===== src/logic/noc_pkg.sv =====
// network sizes, flit format, direction codes and the routing rule, imported by every node block
package noc_pkg;

	// ring of eight nodes, each with three network ports
	localparam int num_nodes = 8;
	localparam int node_w = $clog2(num_nodes);
	localparam int num_ports = 3;

	// two virtual channels per input port, each buffer two flits deep
	localparam int num_vcs = 2;
	localparam int vc_w = $clog2(num_vcs);
	localparam int vc_depth = 2;
	localparam int flit_data_w = 15;

	// direction codes double as output indices, with the ejection port last
	localparam logic [1:0] port_anticlockwise = 2'd0;
	localparam logic [1:0] port_clockwise = 2'd1;
	localparam logic [1:0] port_across = 2'd2;
	localparam logic [1:0] port_local = 2'd3;

	// kind_header is a whole packet in one flit
	typedef enum logic [1:0] {
		kind_tail = 2'b00,
		kind_head = 2'b01,
		kind_body = 2'b10,
		kind_header = 2'b11
	} flit_kind_t;

	// head and header flits carry destination in the top data bits, then source, then payload
	typedef struct packed {
		flit_kind_t kind;
		logic [vc_w-1:0] vc;
		logic [flit_data_w-1:0] data;
	} flit_t;

	// shortest path on the spidergon ring, from the distance measured clockwise
	function automatic logic [1:0] route_dir(input logic [node_w-1:0] dest,
		input logic [node_w-1:0] cur);
		logic [node_w-1:0] d;
		d = dest - cur;
		case (d)
			3'd0: route_dir = port_local;
			3'd1, 3'd2: route_dir = port_clockwise;
			3'd6, 3'd7: route_dir = port_anticlockwise;
			default: route_dir = port_across;
		endcase
	endfunction

endpackage

===== src/logic/vc_port_if.sv =====
// links one input port's two buffers to the output switch, one instance per input port
`timescale 1ns/100ps

interface vc_port_if;
	import noc_pkg::*;

	// oldest flit of each channel buffer
	flit_t front [num_vcs];

	// set while the matching buffer holds at least one flit
	logic [num_vcs-1:0] not_empty;

	// pops the front of the matching buffer on the next edge
	logic [num_vcs-1:0] dequeue;

	// the input port owns the buffers
	modport buffer (
		output front,
		output not_empty,
		input dequeue
	);

	// the switch reads fronts and decides what leaves
	modport switch (
		input front,
		input not_empty,
		output dequeue
	);

endinterface


===== src/logic/spidergon_node.sv =====
// top level of one spidergon router node, connecting three input ports to the output switch
`timescale 1ns/100ps

module spidergon_node #(
	parameter logic [noc_pkg::node_w-1:0] node_id = 0
) (
	input logic clk,
	input logic reset,
	input noc_pkg::flit_t in_flit_across,
	input noc_pkg::flit_t in_flit_clockwise,
	input noc_pkg::flit_t in_flit_anticlockwise,
	input logic [noc_pkg::num_ports-1:0] in_valid,
	output logic [noc_pkg::num_ports*noc_pkg::num_vcs-1:0] vc_free,
	output logic [noc_pkg::num_ports*noc_pkg::num_vcs-1:0] vc_full,
	output noc_pkg::flit_t out_flit_across,
	output noc_pkg::flit_t out_flit_clockwise,
	output noc_pkg::flit_t out_flit_anticlockwise,
	output logic [noc_pkg::num_ports-1:0] out_valid,
	input logic [noc_pkg::num_ports*noc_pkg::num_vcs-1:0] adj_vc_free,
	input logic [noc_pkg::num_ports*noc_pkg::num_vcs-1:0] adj_vc_full,
	output noc_pkg::flit_t eject_flit,
	output logic eject_valid
);
	import noc_pkg::*;

	flit_t out_flit [num_ports];

	vc_port_if across_bufs ();
	vc_port_if clockwise_bufs ();
	vc_port_if anticlockwise_bufs ();

	// flag bits for each input port sit at port*num_vcs
	input_port i_input_port_across (
		.clk(clk),
		.reset(reset),
		.flit(in_flit_across),
		.valid(in_valid[port_across]),
		.vc_free(vc_free[port_across*num_vcs +: num_vcs]),
		.vc_full(vc_full[port_across*num_vcs +: num_vcs]),
		.bufs(across_bufs.buffer)
	);

	input_port i_input_port_clockwise (
		.clk(clk),
		.reset(reset),
		.flit(in_flit_clockwise),
		.valid(in_valid[port_clockwise]),
		.vc_free(vc_free[port_clockwise*num_vcs +: num_vcs]),
		.vc_full(vc_full[port_clockwise*num_vcs +: num_vcs]),
		.bufs(clockwise_bufs.buffer)
	);

	input_port i_input_port_anticlockwise (
		.clk(clk),
		.reset(reset),
		.flit(in_flit_anticlockwise),
		.valid(in_valid[port_anticlockwise]),
		.vc_free(vc_free[port_anticlockwise*num_vcs +: num_vcs]),
		.vc_full(vc_full[port_anticlockwise*num_vcs +: num_vcs]),
		.bufs(anticlockwise_bufs.buffer)
	);

	output_switch #(
		.node_id(node_id)
	) i_output_switch (
		.clk(clk),
		.reset(reset),
		.across_bufs(across_bufs.switch),
		.clockwise_bufs(clockwise_bufs.switch),
		.anticlockwise_bufs(anticlockwise_bufs.switch),
		.adj_vc_free(adj_vc_free),
		.adj_vc_full(adj_vc_full),
		.out_flit(out_flit),
		.out_valid(out_valid),
		.eject_flit(eject_flit),
		.eject_valid(eject_valid)
	);

	// switch outputs are indexed by direction code
	assign out_flit_across = out_flit[port_across];
	assign out_flit_clockwise = out_flit[port_clockwise];
	assign out_flit_anticlockwise = out_flit[port_anticlockwise];

endmodule


===== src/logic/output_switch.sv =====
// switch allocation that routes buffer fronts to the three links and the ejection port
`timescale 1ns/100ps

module output_switch #(
	parameter logic [noc_pkg::node_w-1:0] node_id = '0
) (
	input logic clk,
	input logic reset,
	vc_port_if.switch across_bufs,
	vc_port_if.switch clockwise_bufs,
	vc_port_if.switch anticlockwise_bufs,
	input logic [noc_pkg::num_ports*noc_pkg::num_vcs-1:0] adj_vc_free,
	input logic [noc_pkg::num_ports*noc_pkg::num_vcs-1:0] adj_vc_full,
	output noc_pkg::flit_t out_flit [noc_pkg::num_ports],
	output logic [noc_pkg::num_ports-1:0] out_valid,
	output noc_pkg::flit_t eject_flit,
	output logic eject_valid
);
	import noc_pkg::*;

	// buffers are numbered port*num_vcs+vc, outputs by direction code with local last
	flit_t front_a [num_ports*num_vcs];
	logic [num_ports*num_vcs-1:0] nonempty;
	logic [num_ports*num_vcs-1:0] deq;
	logic [num_ports*num_vcs-1:0] head_front;
	logic [1:0] dir [num_ports*num_vcs];
	logic [1:0] lock_dir [num_ports*num_vcs];
	logic [num_ports*num_vcs-1:0] req [num_ports+1];
	logic [num_ports*num_vcs-1:0] grant [num_ports+1];
	flit_t win_flit [num_ports+1];
	logic [2:0] win_idx [num_ports+1];
	flit_t flit_q [num_ports+1];
	logic [num_ports:0] valid_q;
	logic [num_ports:0] out_locked;
	logic [2:0] lock_owner [num_ports+1];

	for (genvar v = 0; v < num_vcs; v++)
	begin : g_gather
		assign front_a[port_anticlockwise*num_vcs+v] = anticlockwise_bufs.front[v];
		assign front_a[port_clockwise*num_vcs+v] = clockwise_bufs.front[v];
		assign front_a[port_across*num_vcs+v] = across_bufs.front[v];
	end
	assign nonempty[port_anticlockwise*num_vcs +: num_vcs] = anticlockwise_bufs.not_empty;
	assign nonempty[port_clockwise*num_vcs +: num_vcs] = clockwise_bufs.not_empty;
	assign nonempty[port_across*num_vcs +: num_vcs] = across_bufs.not_empty;
	assign anticlockwise_bufs.dequeue = deq[port_anticlockwise*num_vcs +: num_vcs];
	assign clockwise_bufs.dequeue = deq[port_clockwise*num_vcs +: num_vcs];
	assign across_bufs.dequeue = deq[port_across*num_vcs +: num_vcs];

	// opening flits are routed afresh, the rest follow the direction their head took
	always_comb
	begin
		for (int b = 0; b < num_ports*num_vcs; b++)
		begin
			head_front[b] = (front_a[b].kind == kind_head) || (front_a[b].kind == kind_header);
			dir[b] = head_front[b] ?
				route_dir(front_a[b].data[flit_data_w-1 -: node_w], node_id) : lock_dir[b];
		end
	end

	// a request needs a free or own output lock and room at the neighbour on that vc
	always_comb
	begin
		logic ok_lock;
		logic ok_flow;
		for (int o = 0; o <= num_ports; o++)
		begin
			for (int b = 0; b < num_ports*num_vcs; b++)
			begin
				ok_lock = !out_locked[o] || (lock_owner[o] == b);
				// ejection into the local processor never stalls
				if (o == port_local)
					ok_flow = 1'b1;
				else if (head_front[b])
					ok_flow = adj_vc_free[o*num_vcs+front_a[b].vc] &&
						!adj_vc_full[o*num_vcs+front_a[b].vc];
				else
					ok_flow = !adj_vc_full[o*num_vcs+front_a[b].vc];
				req[o][b] = nonempty[b] && (dir[b] == o) && ok_lock && ok_flow;
			end
		end
	end

	for (genvar o = 0; o <= num_ports; o++)
	begin : g_arb
		rr_arbiter #(
			.width(num_ports*num_vcs)
		) i_rr_arbiter (
			.clk(clk),
			.reset(reset),
			.req(req[o]),
			.advance(|grant[o]),
			.grant(grant[o])
		);
	end

	// each buffer asks one output only, so at most one grant reaches it
	always_comb
	begin
		deq = '0;
		for (int o = 0; o <= num_ports; o++)
		begin
			win_flit[o] = '0;
			win_idx[o] = '0;
			for (int b = 0; b < num_ports*num_vcs; b++)
			begin
				if (grant[o][b])
				begin
					win_flit[o] = front_a[b];
					win_idx[o] = b[2:0];
				end
			end
			deq = deq | grant[o];
		end
	end

	// registered flits towards the three links and the ejection port
	always_ff @(posedge clk)
	begin
		for (int o = 0; o <= num_ports; o++)
			flit_q[o] <= win_flit[o];
	end

	always_ff @(posedge clk)
	begin
		if (reset)
		begin
			valid_q <= '0;
			out_locked <= '0;
			for (int o = 0; o <= num_ports; o++)
				lock_owner[o] <= '0;
			for (int b = 0; b < num_ports*num_vcs; b++)
				lock_dir[b] <= port_local;
		end
		else
		begin
			for (int o = 0; o <= num_ports; o++)
			begin
				valid_q[o] <= |grant[o];
				// a head holds the output for its buffer until the tail goes through
				if (|grant[o] && win_flit[o].kind == kind_head)
				begin
					out_locked[o] <= 1'b1;
					lock_owner[o] <= win_idx[o];
				end
				else if (|grant[o] && win_flit[o].kind == kind_tail)
					out_locked[o] <= 1'b0;
			end
			// remember where the packet went so its body and tail follow
			for (int b = 0; b < num_ports*num_vcs; b++)
			begin
				if (deq[b] && front_a[b].kind == kind_head)
					lock_dir[b] <= dir[b];
			end
		end
	end

	for (genvar p = 0; p < num_ports; p++)
	begin : g_out
		assign out_flit[p] = flit_q[p];
	end
	assign out_valid = valid_q[num_ports-1:0];
	assign eject_flit = flit_q[port_local];
	assign eject_valid = valid_q[port_local];

endmodule


===== src/logic/rr_arbiter.sv =====
// round-robin arbiter over a request vector, one per switch output
`timescale 1ns/100ps

module rr_arbiter #(
	parameter int width = 6
) (
	input logic clk,
	input logic reset,
	input logic [width-1:0] req,
	input logic advance,
	output logic [width-1:0] grant
);

	logic [$clog2(width)-1:0] ptr;
	logic [$clog2(width)-1:0] winner;
	logic found;

	// scan from the pointer upwards with wrap, the first request found wins
	always_comb
	begin
		int cand;
		grant = '0;
		winner = '0;
		found = 1'b0;
		for (int i = 0; i < width; i++)
		begin
			cand = ptr + i;
			if (cand >= width)
				cand = cand - width;
			if (!found && req[cand])
			begin
				found = 1'b1;
				grant[cand] = 1'b1;
				winner = cand[$clog2(width)-1:0];
			end
		end
	end

	// the winner becomes lowest priority once its grant is used
	always_ff @(posedge clk)
	begin
		if (reset)
			ptr <= '0;
		else if (advance && found)
			ptr <= (winner == width - 1) ? '0 : winner + 1'b1;
	end

endmodule


===== src/logic/input_port.sv =====
// one network input port of the node, buffering flits per virtual channel and tracking reservation
`timescale 1ns/100ps

module input_port (
	input logic clk,
	input logic reset,
	input noc_pkg::flit_t flit,
	input logic valid,
	output logic [noc_pkg::num_vcs-1:0] vc_free,
	output logic [noc_pkg::num_vcs-1:0] vc_full,
	vc_port_if.buffer bufs
);
	import noc_pkg::*;

	logic [num_vcs-1:0] wr_en;
	logic [num_vcs-1:0] full;
	logic [num_vcs-1:0] empty;
	logic [num_vcs-1:0] reserved;
	logic [num_vcs-1:0] set_res;
	logic [num_vcs-1:0] clr_res;
	logic opens_packet;

	// a head or a header opens a packet on its channel
	assign opens_packet = (flit.kind == kind_head) || (flit.kind == kind_header);

	for (genvar v = 0; v < num_vcs; v++)
	begin : g_vc
		// the vc field picks the buffer; a flit sent to a full buffer is dropped here
		assign wr_en[v] = valid && (flit.vc == v) && !full[v];

		vc_fifo #(
			.depth(vc_depth)
		) i_vc_fifo (
			.clk(clk),
			.reset(reset),
			.wr_en(wr_en[v]),
			.wr_flit(flit),
			.rd_en(bufs.dequeue[v]),
			.front(bufs.front[v]),
			.full(full[v]),
			.empty(empty[v])
		);

		// the channel is reserved as soon as the opening flit is stored
		assign set_res[v] = wr_en[v] && opens_packet;

		// and released when the closing flit leaves, a header being both ends at once
		assign clr_res[v] = bufs.dequeue[v] && !empty[v] &&
			((bufs.front[v].kind == kind_tail) || (bufs.front[v].kind == kind_header));
	end

	assign bufs.not_empty = ~empty;

	// on/off flags towards the upstream neighbour
	assign vc_free = ~reserved;
	assign vc_full = full;

	always_ff @(posedge clk)
	begin
		if (reset)
		begin
			reserved <= '0;
		end
		else
		begin
			for (int v = 0; v < num_vcs; v++)
			begin
				// a new packet written in the same cycle as the old one leaves keeps the channel
				if (set_res[v])
					reserved[v] <= 1'b1;
				else if (clr_res[v])
					reserved[v] <= 1'b0;
			end
		end
	end

endmodule


===== src/logic/vc_fifo.sv =====
// strict-order flit buffer for one virtual channel that each input port instantiates twice
`timescale 1ns/100ps

module vc_fifo #(
	parameter int depth = noc_pkg::vc_depth
) (
	input logic clk,
	input logic reset,
	input logic wr_en,
	input noc_pkg::flit_t wr_flit,
	input logic rd_en,
	output noc_pkg::flit_t front,
	output logic full,
	output logic empty
);
	import noc_pkg::*;

	// flit slots addressed by the two pointers
	flit_t mem [depth];
	logic [$clog2(depth)-1:0] wr_ptr;
	logic [$clog2(depth)-1:0] rd_ptr;
	logic [$clog2(depth+1)-1:0] count;
	logic do_wr;
	logic do_rd;

	// a write into a full buffer or a read from an empty one is ignored
	assign do_wr = wr_en && !full;
	assign do_rd = rd_en && !empty;
	assign full = (count == depth);
	assign empty = (count == 0);

	// the oldest flit is visible without a read strobe
	assign front = mem[rd_ptr];

	always_ff @(posedge clk)
	begin
		if (do_wr)
			mem[wr_ptr] <= wr_flit;
	end

	always_ff @(posedge clk)
	begin
		if (reset)
		begin
			wr_ptr <= '0;
			rd_ptr <= '0;
			count <= '0;
		end
		else
		begin
			// pointers wrap at depth, which need not be a power of two
			if (do_wr)
				wr_ptr <= (wr_ptr == depth - 1) ? '0 : wr_ptr + 1'b1;
			if (do_rd)
				rd_ptr <= (rd_ptr == depth - 1) ? '0 : rd_ptr + 1'b1;
			case ({do_wr, do_rd})
				2'b10: count <= count + 1'b1;
				2'b01: count <= count - 1'b1;
				default: count <= count;
			endcase
		end
	end

endmodule


===== config.mk =====
export PLATFORM = sky130hd
export DESIGN_NAME = spidergon_node
export DESIGN_NICKNAME = d
export VERILOG_FILES = /design/src/logic/noc_pkg.sv /design/src/logic/vc_port_if.sv /design/src/logic/spidergon_node.sv /design/src/logic/output_switch.sv /design/src/logic/rr_arbiter.sv /design/src/logic/input_port.sv /design/src/logic/vc_fifo.sv
export SDC_FILE = /design/constraint.sdc
export NUM_CORES = 1
export LEC_CHECK = 0
export BUFFER_PORTS_ARGS = -buffer_cell sky130_fd_sc_hd__buf_2
export CAP_MARGIN = 5
export CORE_MARGIN = 2
export CORE_UTILIZATION = 35
export DETAILED_ROUTE_END_ITERATION = 8
export PLACE_DENSITY_LB_ADDON = 0.25
export SLEW_MARGIN = 30
export SYNTH_ARGS = -nofsm -noshare
export SYNTH_HDL_FRONTEND = slang
export SYNTH_SLANG_ARGS = --single-unit

===== constraint.sdc =====
create_clock -name clk -period 17.57 [get_ports clk]
set_input_delay 3.514 -clock clk [delete_from_list [all_inputs] [get_ports clk]]
set_output_delay 3.514 -clock clk [all_outputs]
set_load 0.1 [all_outputs]

After elaboration in Yosys (flattened, before gate mapping):

Memory sizes are Yosys's and may differ from the RTL's. A register that Yosys moved wholly into a read port is not among the register bits.
Cells that the tools add are included.

* reductions and logical operators: 339
* muxes and demuxes: 470
* $add $sub $neg: 84
* equal/unequal tests: 106
* bitwise logic cells: 42
* $lt $le $gt $ge: 90

Operator list (number)
* $ge 32x1->1 const B: 24
* $lt 32x5->1 const B: 24
* $mux 32: 24
* $mux 18: 24
* $lt 32x4->1 const B: 12
* $mux 1: 254
* $logic_and 1x1->1: 182
* $bmux 1 s3: 48
* $mux 6: 24
* $or 6x6->6: 23
* $mux 3: 40
* $sub 4x3->5 const B: 20
* $ge 4x3->1 const B: 20
* $demux 1 s3: 24
* $eq 3x3->1 const B: 24
* $eq 2x2->1 const B: 33
* $logic_not 1->1: 54
* $eq 2x1->1 const B: 25
* $logic_not 2->1: 22
* $eq 3x2->1 const B: 14
* $mux 2: 20
* $logic_or 1x1->1: 39
* $pmux 2 s3: 6
* $add 3x2->4 const B: 8
* 20 further kinds: 143

* word-level logic and storage cells: 1173
* input port bits: 71
* output and inout bits: 88
* RAM bits: 312
* memories kept: 9
* bits in registers: 50

Memory list
* i_output_switch.flit_q: depth 4, width 18, read ports 4, clocked after Yosys merged registers in 0, wr ports 4, line output_switch.sv:32 `flit_t flit_q [num_ports+1];`
* i_input_port_across.g_vc[0].i_vc_fifo.mem: depth 2, width 18, read ports 1, clocked after Yosys merged registers in 1, wr ports 1, line vc_fifo.sv:19 `flit_t mem [depth];`
* i_input_port_across.g_vc[1].i_vc_fifo.mem: depth 2, width 18, read ports 1, clocked after Yosys merged registers in 1, wr ports 1, line vc_fifo.sv:19
* i_input_port_anticlockwise.g_vc[0].i_vc_fifo.mem: depth 2, width 18, read ports 1, clocked after Yosys merged registers in 1, wr ports 1, line vc_fifo.sv:19
* i_input_port_anticlockwise.g_vc[1].i_vc_fifo.mem: depth 2, width 18, read ports 1, clocked after Yosys merged registers in 1, wr ports 1, line vc_fifo.sv:19
* i_input_port_clockwise.g_vc[0].i_vc_fifo.mem: depth 2, width 18, read ports 1, clocked after Yosys merged registers in 1, wr ports 1, line vc_fifo.sv:19
* 3 more memories

Longest topological paths before layout:

* word-level depth: 39
* mapped depth: 26
* gate-level depth less buffers: 22

Hierarchy:

From an unflattened synthesis, not the netlist that was laid out.

* cells, all modules: 2288
* area total of the unflattened synthesis: 22746.8 µm²

By module, submodules not included
* vc_fifo: area each 1517.7 µm², sequential area each 1181.1 µm², cells each 82, instances 6
* output_switch: area each 7173.1 µm², sequential area each 2322.2 µm², cells each 915, instances 1
* rr_arbiter (i_output_switch.g_arb[0].i_rr_arbiter ...): area each 1501.4 µm², sequential area each 60.1 µm², cells each 209, instances 3
* rr_arbiter (i_output_switch.g_arb[1].i_rr_arbiter): area each 1565.3 µm², sequential area each 60.1 µm², cells each 203, instances 1
* input_port: area each 132.6 µm², sequential area each 40.0 µm², cells each 17, instances 3

Worst setup path after synthesis:

Ideal clock, no wire load.

* path type: input to register
* start point: input adj_vc_full[3] (netlist bit)
* end point: register i_input_port_across.g_vc[1].i_vc_fifo.count[1]
* library setup time: 71 ps
* setup slack: 10328 ps
* required time: 17499 ps
* arrival time: 7171 ps
* buffers on the path: 3
* stages on the path: 16
* cell sequence: inv_1 -> o21ai_0 -> a221o_1 -> nor4b_1 -> nor4b_4 -> and2_1 -> buf_4 -> and4_1 -> buf_2 -> a311oi_1 -> o21ai_2 -> or4_1 -> clkbuf_1 -> ha_1 -> or3_1 -> a21oi_1

* word-level cells in the longest chain between the ends: 31
* elaborated cells on any way between the ends: 168
* classes of those cells: 2 x eq/ne; 95 x mux; 13 x bitwise; 58 x reduce/logical

Ends and longest elaborated chain
* start, declared: line spidergon_node.sv:20 `input logic [noc_pkg::num_ports*noc_pkg::num_vcs-1:0] adj_vc_full,`
* $bmux 1 s3: line output_switch.sv:76, output_switch.sv:78
* $mux 1 (implied by the code): line output_switch.sv:76, output_switch.sv:78
* $logic_not 1->1: line output_switch.sv:76, output_switch.sv:78
* $logic_and 1x1->1: line output_switch.sv:75 `ok_flow = adj_vc_free[o*num_vcs+front_a[b].vc] &&`
* $mux 1: line output_switch.sv:74 `else if (head_front[b])`
* $logic_and 1x1->1: line output_switch.sv:79 `req[o][b] = nonempty[b] && (dir[b] == o) && ok_lock && ok_flow;`
* $bmux 1 s3: line rr_arbiter.sv:30 `if (!found && req[cand])`
* $mux 1 (implied by the code) (2 in series): line rr_arbiter.sv:30
* [... 14 more ...]
* $logic_and 1x1->1: line rr_arbiter.sv:30
* $mux 6: line rr_arbiter.sv:30
* $or 6x6->6: line output_switch.sv:113 `deq = deq | grant[o];`
* $or 6x6->6 (*) (2 in series): line output_switch.sv:113
* $logic_and 1x1->1 (*): line vc_fifo.sv:28 `assign do_rd = rd_en && !empty;`
* named net i_input_port_across.g_vc[1].i_vc_fifo.do_rd: line vc_fifo.sv:24 `logic do_rd;`
* $eq 2x1->1 or $eq 2x2->1 (tied branches): line vc_fifo.sv:56 `case ({do_wr, do_rd})`
* $pmux 2 s2 or $reduce_bool 2->1 (tied branches)
* end signal, assigned: line vc_fifo.sv:57 `2'b10: count <= count + 1'b1;`
* end signal, assigned: line vc_fifo.sv:58 `2'b01: count <= count - 1'b1;`
* end signal, assigned: line vc_fifo.sv:59 `default: count <= count;`
* end, declared: line vc_fifo.sv:22 `logic [$clog2(depth+1)-1:0] count;`

The timed path passes the listed nets; every way through them passes the cells marked *. The select of a mux whose other input is x is not followed.
A chain may end at the register's enable or synchronous reset.

==> metrics.md <==
| Metric | Value |
|---|---|
| Count of cell types in the netlist | `approximately 120` |
| Area Overhead vs Synth | `12.5%` |
| Crit path time final | `between 7 and 8 ns` |
| Crit path arrival time | `between 8 and 9 ns` |
| Worst Hold Depth | `2` |
| # clock sinks | `368` |
| Yosys warnings | `0` |
| Peak supply drop | `roughly 0.00024 V` |
| Worst Path Required | `between 15 and 20 ns` |
| Mapped Cells | `~2600` |
| WL/cell | `27.2 µm` |
| Area of the multi-input gates | `roughly 14000 µm²` |
| Global placement routability congestion | `0.966` |
| Max-Cap Viols | `0` |
| Clock latency on the worst-skew pair | `approximately 0.58 ns` |
| Hold Crit Class | `flop to flop` |
| Setup bufs post-CTS | `0` |
| Detailed-route via count | `about 23000` |
| Core area | `69700 µm²` |
| Post-CTS resize count | `0` |
| Syn avg cell area | `between 9 and 10 µm²` |
| Root buffer cell | `clkbuf_16` |
| Setup Viol. Count Final | `0` |
| LEAKAGE | `10.0 nW` |
| Fin crit share | `a little under half` |
| Site Rows | `97` |
| RSZ-0062 raised after global routing | `no` |
| Final wirelength | `roughly 99 mm` |
| Max Root-Sink Buffers | `3` |
| DRT Pass-1 Iters | `6` |
| Slew @ Worst Pin | `1.08 ns` |
| Net count after synthesis | `roughly 2700` |
| Antenna Nets Post-Route | `0` |
| Sum Neg Setup Slack | `0 ns` |
| Max Slew Vio Count | `0` |
| Post-synth EDFFs | `between 200 and 250` |
| Placement Setup Slack | `just over 9 ns` |
| Flop2flop setup slack | `9.83 ns` |
| Fmax | `roughly 0.13 GHz` |
| Dpl hpwl | `between 70 and 80 mm` |
| Fin worst setup slack | `9.59 ns` |
| Synthesis-stage register bit count | `about 370` |
| Syn Std Cell Area | `~25000 µm²` |
| Number of vias per cell | `6.17` |
| Max FO, Critical Path | `19` |
| # DRC | `0` |
| H-Tree Depth | `2` |
| Final Util | `39.6%` |
| Critical Path Source Type | `primary input` |
| Max_slew headroom | `27.4%` |
| Die area | `72200 µm²` |
| CTS hold repair buffers | `0` |
| Starting Density | `around a third` |
| Crit Path Class | `primary input to flop` |
| Total congestion overflow | `0` |
| GRT Overall Usage | `between 20% and 30%` |
| Antenna violations before repair | `7` |
| Power per cell area | `203 nW/µm²` |
| DR iter-0 viols | `2509` |
| TritonCTS clock tree | `yes` |
| Register area share after synthesis | `between 30% and 40%` |
| Reg area | `9770 µm²` |
| Die H | `approximately 270 µm` |
| Hold Violations, Final | `0` |
| Layout filler cell count | `7023` |
| Run status | `finished, final reports clean` |
| Share of synthesized registers carrying an async set or reset | `0%` |
| I/O pin cnt | `roughly 160` |
| Share of cells above drive strength 1 | `between 10% and 20%` |
| Worst clock skew | `roughly 0.036 ns` |
| Worst R2R Path Depth | `19` |
| # port buffers | `around 160` |
| Ys flop type | `edfxtp_1` |
| Largest net degree at the start of global routing | `about 70` |
| Fin Hold WS | `0.493 ns` |
| Vias in the first global route | `21400` |
| First-pass GRT wire length | `roughly 140 mm` |
| Total Nets Final | `about 2800` |
| Number of buffers created by CTS | `40` |
| Clock transition at the registers of the reported paths | `roughly 0.060 ns` |
| Crit end category | `flop` |
| Die W | `~270 µm` |
synth_stat cells, types with 12 or more instances:
library cell,n,area [µm²]
dfxtp_1,128,2560
nand3_1,72,360
inv_1,120,450
nor2_1,183,687
o221ai_1,53,464
a221oi_1,20,175
o22ai_1,40,250
a21o_1,14,105
and2_1,33,206
buf_4,13,97.6
o31ai_1,15,113
nand4_1,38,238
buf_2,22,110
ha_1,77,963
a21oi_1,135,676
mux2_2,61,687
nand2_1,217,815
a22oi_1,16,120
nor3b_1,20,150
nor3_1,59,295
and3_1,34,213
nand2b_1,31,194
a31oi_1,26,163
or3_1,28,175
xnor2_1,41,359
o41ai_1,12,105
nor2b_1,17,106
edfxtp_1,240,7210
mux2i_1,140,1400
o211ai_1,34,255
nor4_1,39,244
a221o_1,16,160
a32oi_1,21,184
a211oi_1,32,240
clkbuf_1,100,375
o21ai_0,131,656
registers in the layout, indices dropped and copies added, names as in the netlist, 4 cells and up, named ones only:
register,cells
i_input_port_across.g_vc.i_vc_fifo.mem,72
i_input_port_anticlockwise.g_vc.i_vc_fifo.mem,72
i_input_port_clockwise.g_vc.i_vc_fifo.mem,72
i_output_switch.flit_q,72
i_output_switch.g_arb.i_rr_arbiter.ptr,12
i_output_switch.lock_dir,12
i_output_switch.lock_owner,12
i_input_port_across.g_vc.i_vc_fifo.count,4
i_input_port_anticlockwise.g_vc.i_vc_fifo.count,4
i_input_port_clockwise.g_vc.i_vc_fifo.count,4
i_output_switch.out_locked,4
i_output_switch.valid_q,4
cell type report:
type / instances / share of cell area, %
repair buffers: 208 / 4.23
clock inverters: 19 / 0.848
clock buffers: 55 / 4.18
flip-flops and latches: 368 / 35.4
well taps: 940 / 4.26
inverters: 124 / 1.69
diodes: 2 / 0.0181
multi-input cells: 1932 / 49.3
critical path: stages:
cell       delay, ns
buf_2           0.14
o2bb2ai_1       0.13
a221o_1         0.30
nor4_1          0.41
a211oi_1        0.16
a2111oi_4       0.88
nor2_1          0.28
a211oi_1        0.38
o211a_1         0.76
nand3_2         0.54
o221ai_2        0.34
nand4_2         0.19
a2111oi_2       0.31
kinds of logic (layout without fill, tap and decap cells):
| group | after synthesis | in the layout | synth area share [%] |
|---|---|---|---|
| fa+ha+maj | 77 | 77 | 3.93 |
| simple gates | 864 | 864 | 18.9 |
| other cells | 0 | 2 | 0 |
| buf+inv | 279 | 406 | 4.86 |
| xor+xnor | 52 | 52 | 1.86 |
| flops | 368 | 368 | 39.9 |
| mux | 215 | 215 | 9.39 |
| compound gates | 724 | 724 | 21.2 |
cells in the final DEF (no fill, tap or decap), types with 11 or more instances in the layout:
cell | Yosys | layout
o21ai_0 | 131 | 130
o22ai_1 | 40 | 40
o31ai_1 | 15 | 15
or3_1 | 28 | 28
ha_1 | 77 | 77
a21o_1 | 14 | 14
mux2i_1 | 140 | 137
and2_1 | 33 | 28
and3_1 | 34 | 34
clkbuf_16 | 0 | 42
nand2b_1 | 31 | 31
nor2_1 | 183 | 181
buf_4 | 13 | 50
a22oi_1 | 16 | 16
a31oi_1 | 26 | 26
o211ai_1 | 34 | 34
nor3b_1 | 20 | 20
nand2_1 | 217 | 217
xnor2_1 | 41 | 41
mux2_2 | 61 | 61
buf_2 | 22 | 158
o221ai_1 | 53 | 52
a221o_1 | 16 | 16
nor2b_1 | 17 | 17
xor2_1 | 11 | 11
nand3_1 | 72 | 72
o221a_2 | 11 | 11
a21oi_1 | 135 | 135
o41ai_1 | 12 | 12
nor3_1 | 59 | 57
a221oi_1 | 20 | 20
dfxtp_1 | 128 | 128
a32oi_1 | 21 | 21
a211oi_1 | 32 | 32
nand4_1 | 38 | 38
edfxtp_1 | 240 | 240
or4_1 | 11 | 11
nor4_1 | 39 | 39
inv_1 | 120 | 121
power by group:
| part | total (W) | internal, W | switching, W |
|---|---|---|---|
| Combinational | 0.00351 | 0.000990 | 0.00252 |
| Clock | 0.000882 | 0.000523 | 0.000359 |
| Sequential | 0.00120 | 0.00109 | 0.000104 |
| Total | 0.00559 | 0.00261 | 0.00299 |
final timing paths:
check	start	to
worst max-delay path	adj_vc_full[1]	i_output_switch.lock_owner[0][1]
worst min-delay path	i_input_port_clockwise.g_vc[0].i_vc_fifo.rd_ptr	flop
worst max register to register	i_output_switch.g_arb[3].i_rr_arbiter.ptr[1]	i_output_switch.g_arb[3].i_rr_arbiter.ptr[2]
worst min register to register	i_input_port_clockwise.g_vc[0].i_vc_fifo.rd_ptr	flop
per-stage QoR:
step | instances | total power (W) | area [µm²]
after floorplan | 2579 | 0.00364 | 24500
after global placement | 3572 | 0.00462 | 26200
after detailed placement | 3572 | 0.00464 | 26200
after CTS | 3646 | 0.00554 | 27600
after global routing | 3646 | 0.00586 | 27600
final | 3648 | 0.00559 | 27600
routing by layer:
| layer | GRT usage (%) | vias up | wire (µm) |
|---|---|---|---|
| met5 | 0 | - | 53 |
| met3 | 3.86 | 220 | 6830 |
| met2 | 45.0 | 1086 | 46900 |
| met1 | 34.3 | 11100 | 40900 |
| met4 | 11.4 | 8 | 4520 |
| li1 | - | 10100 | - |
Power figures use the tool's default switching activity.
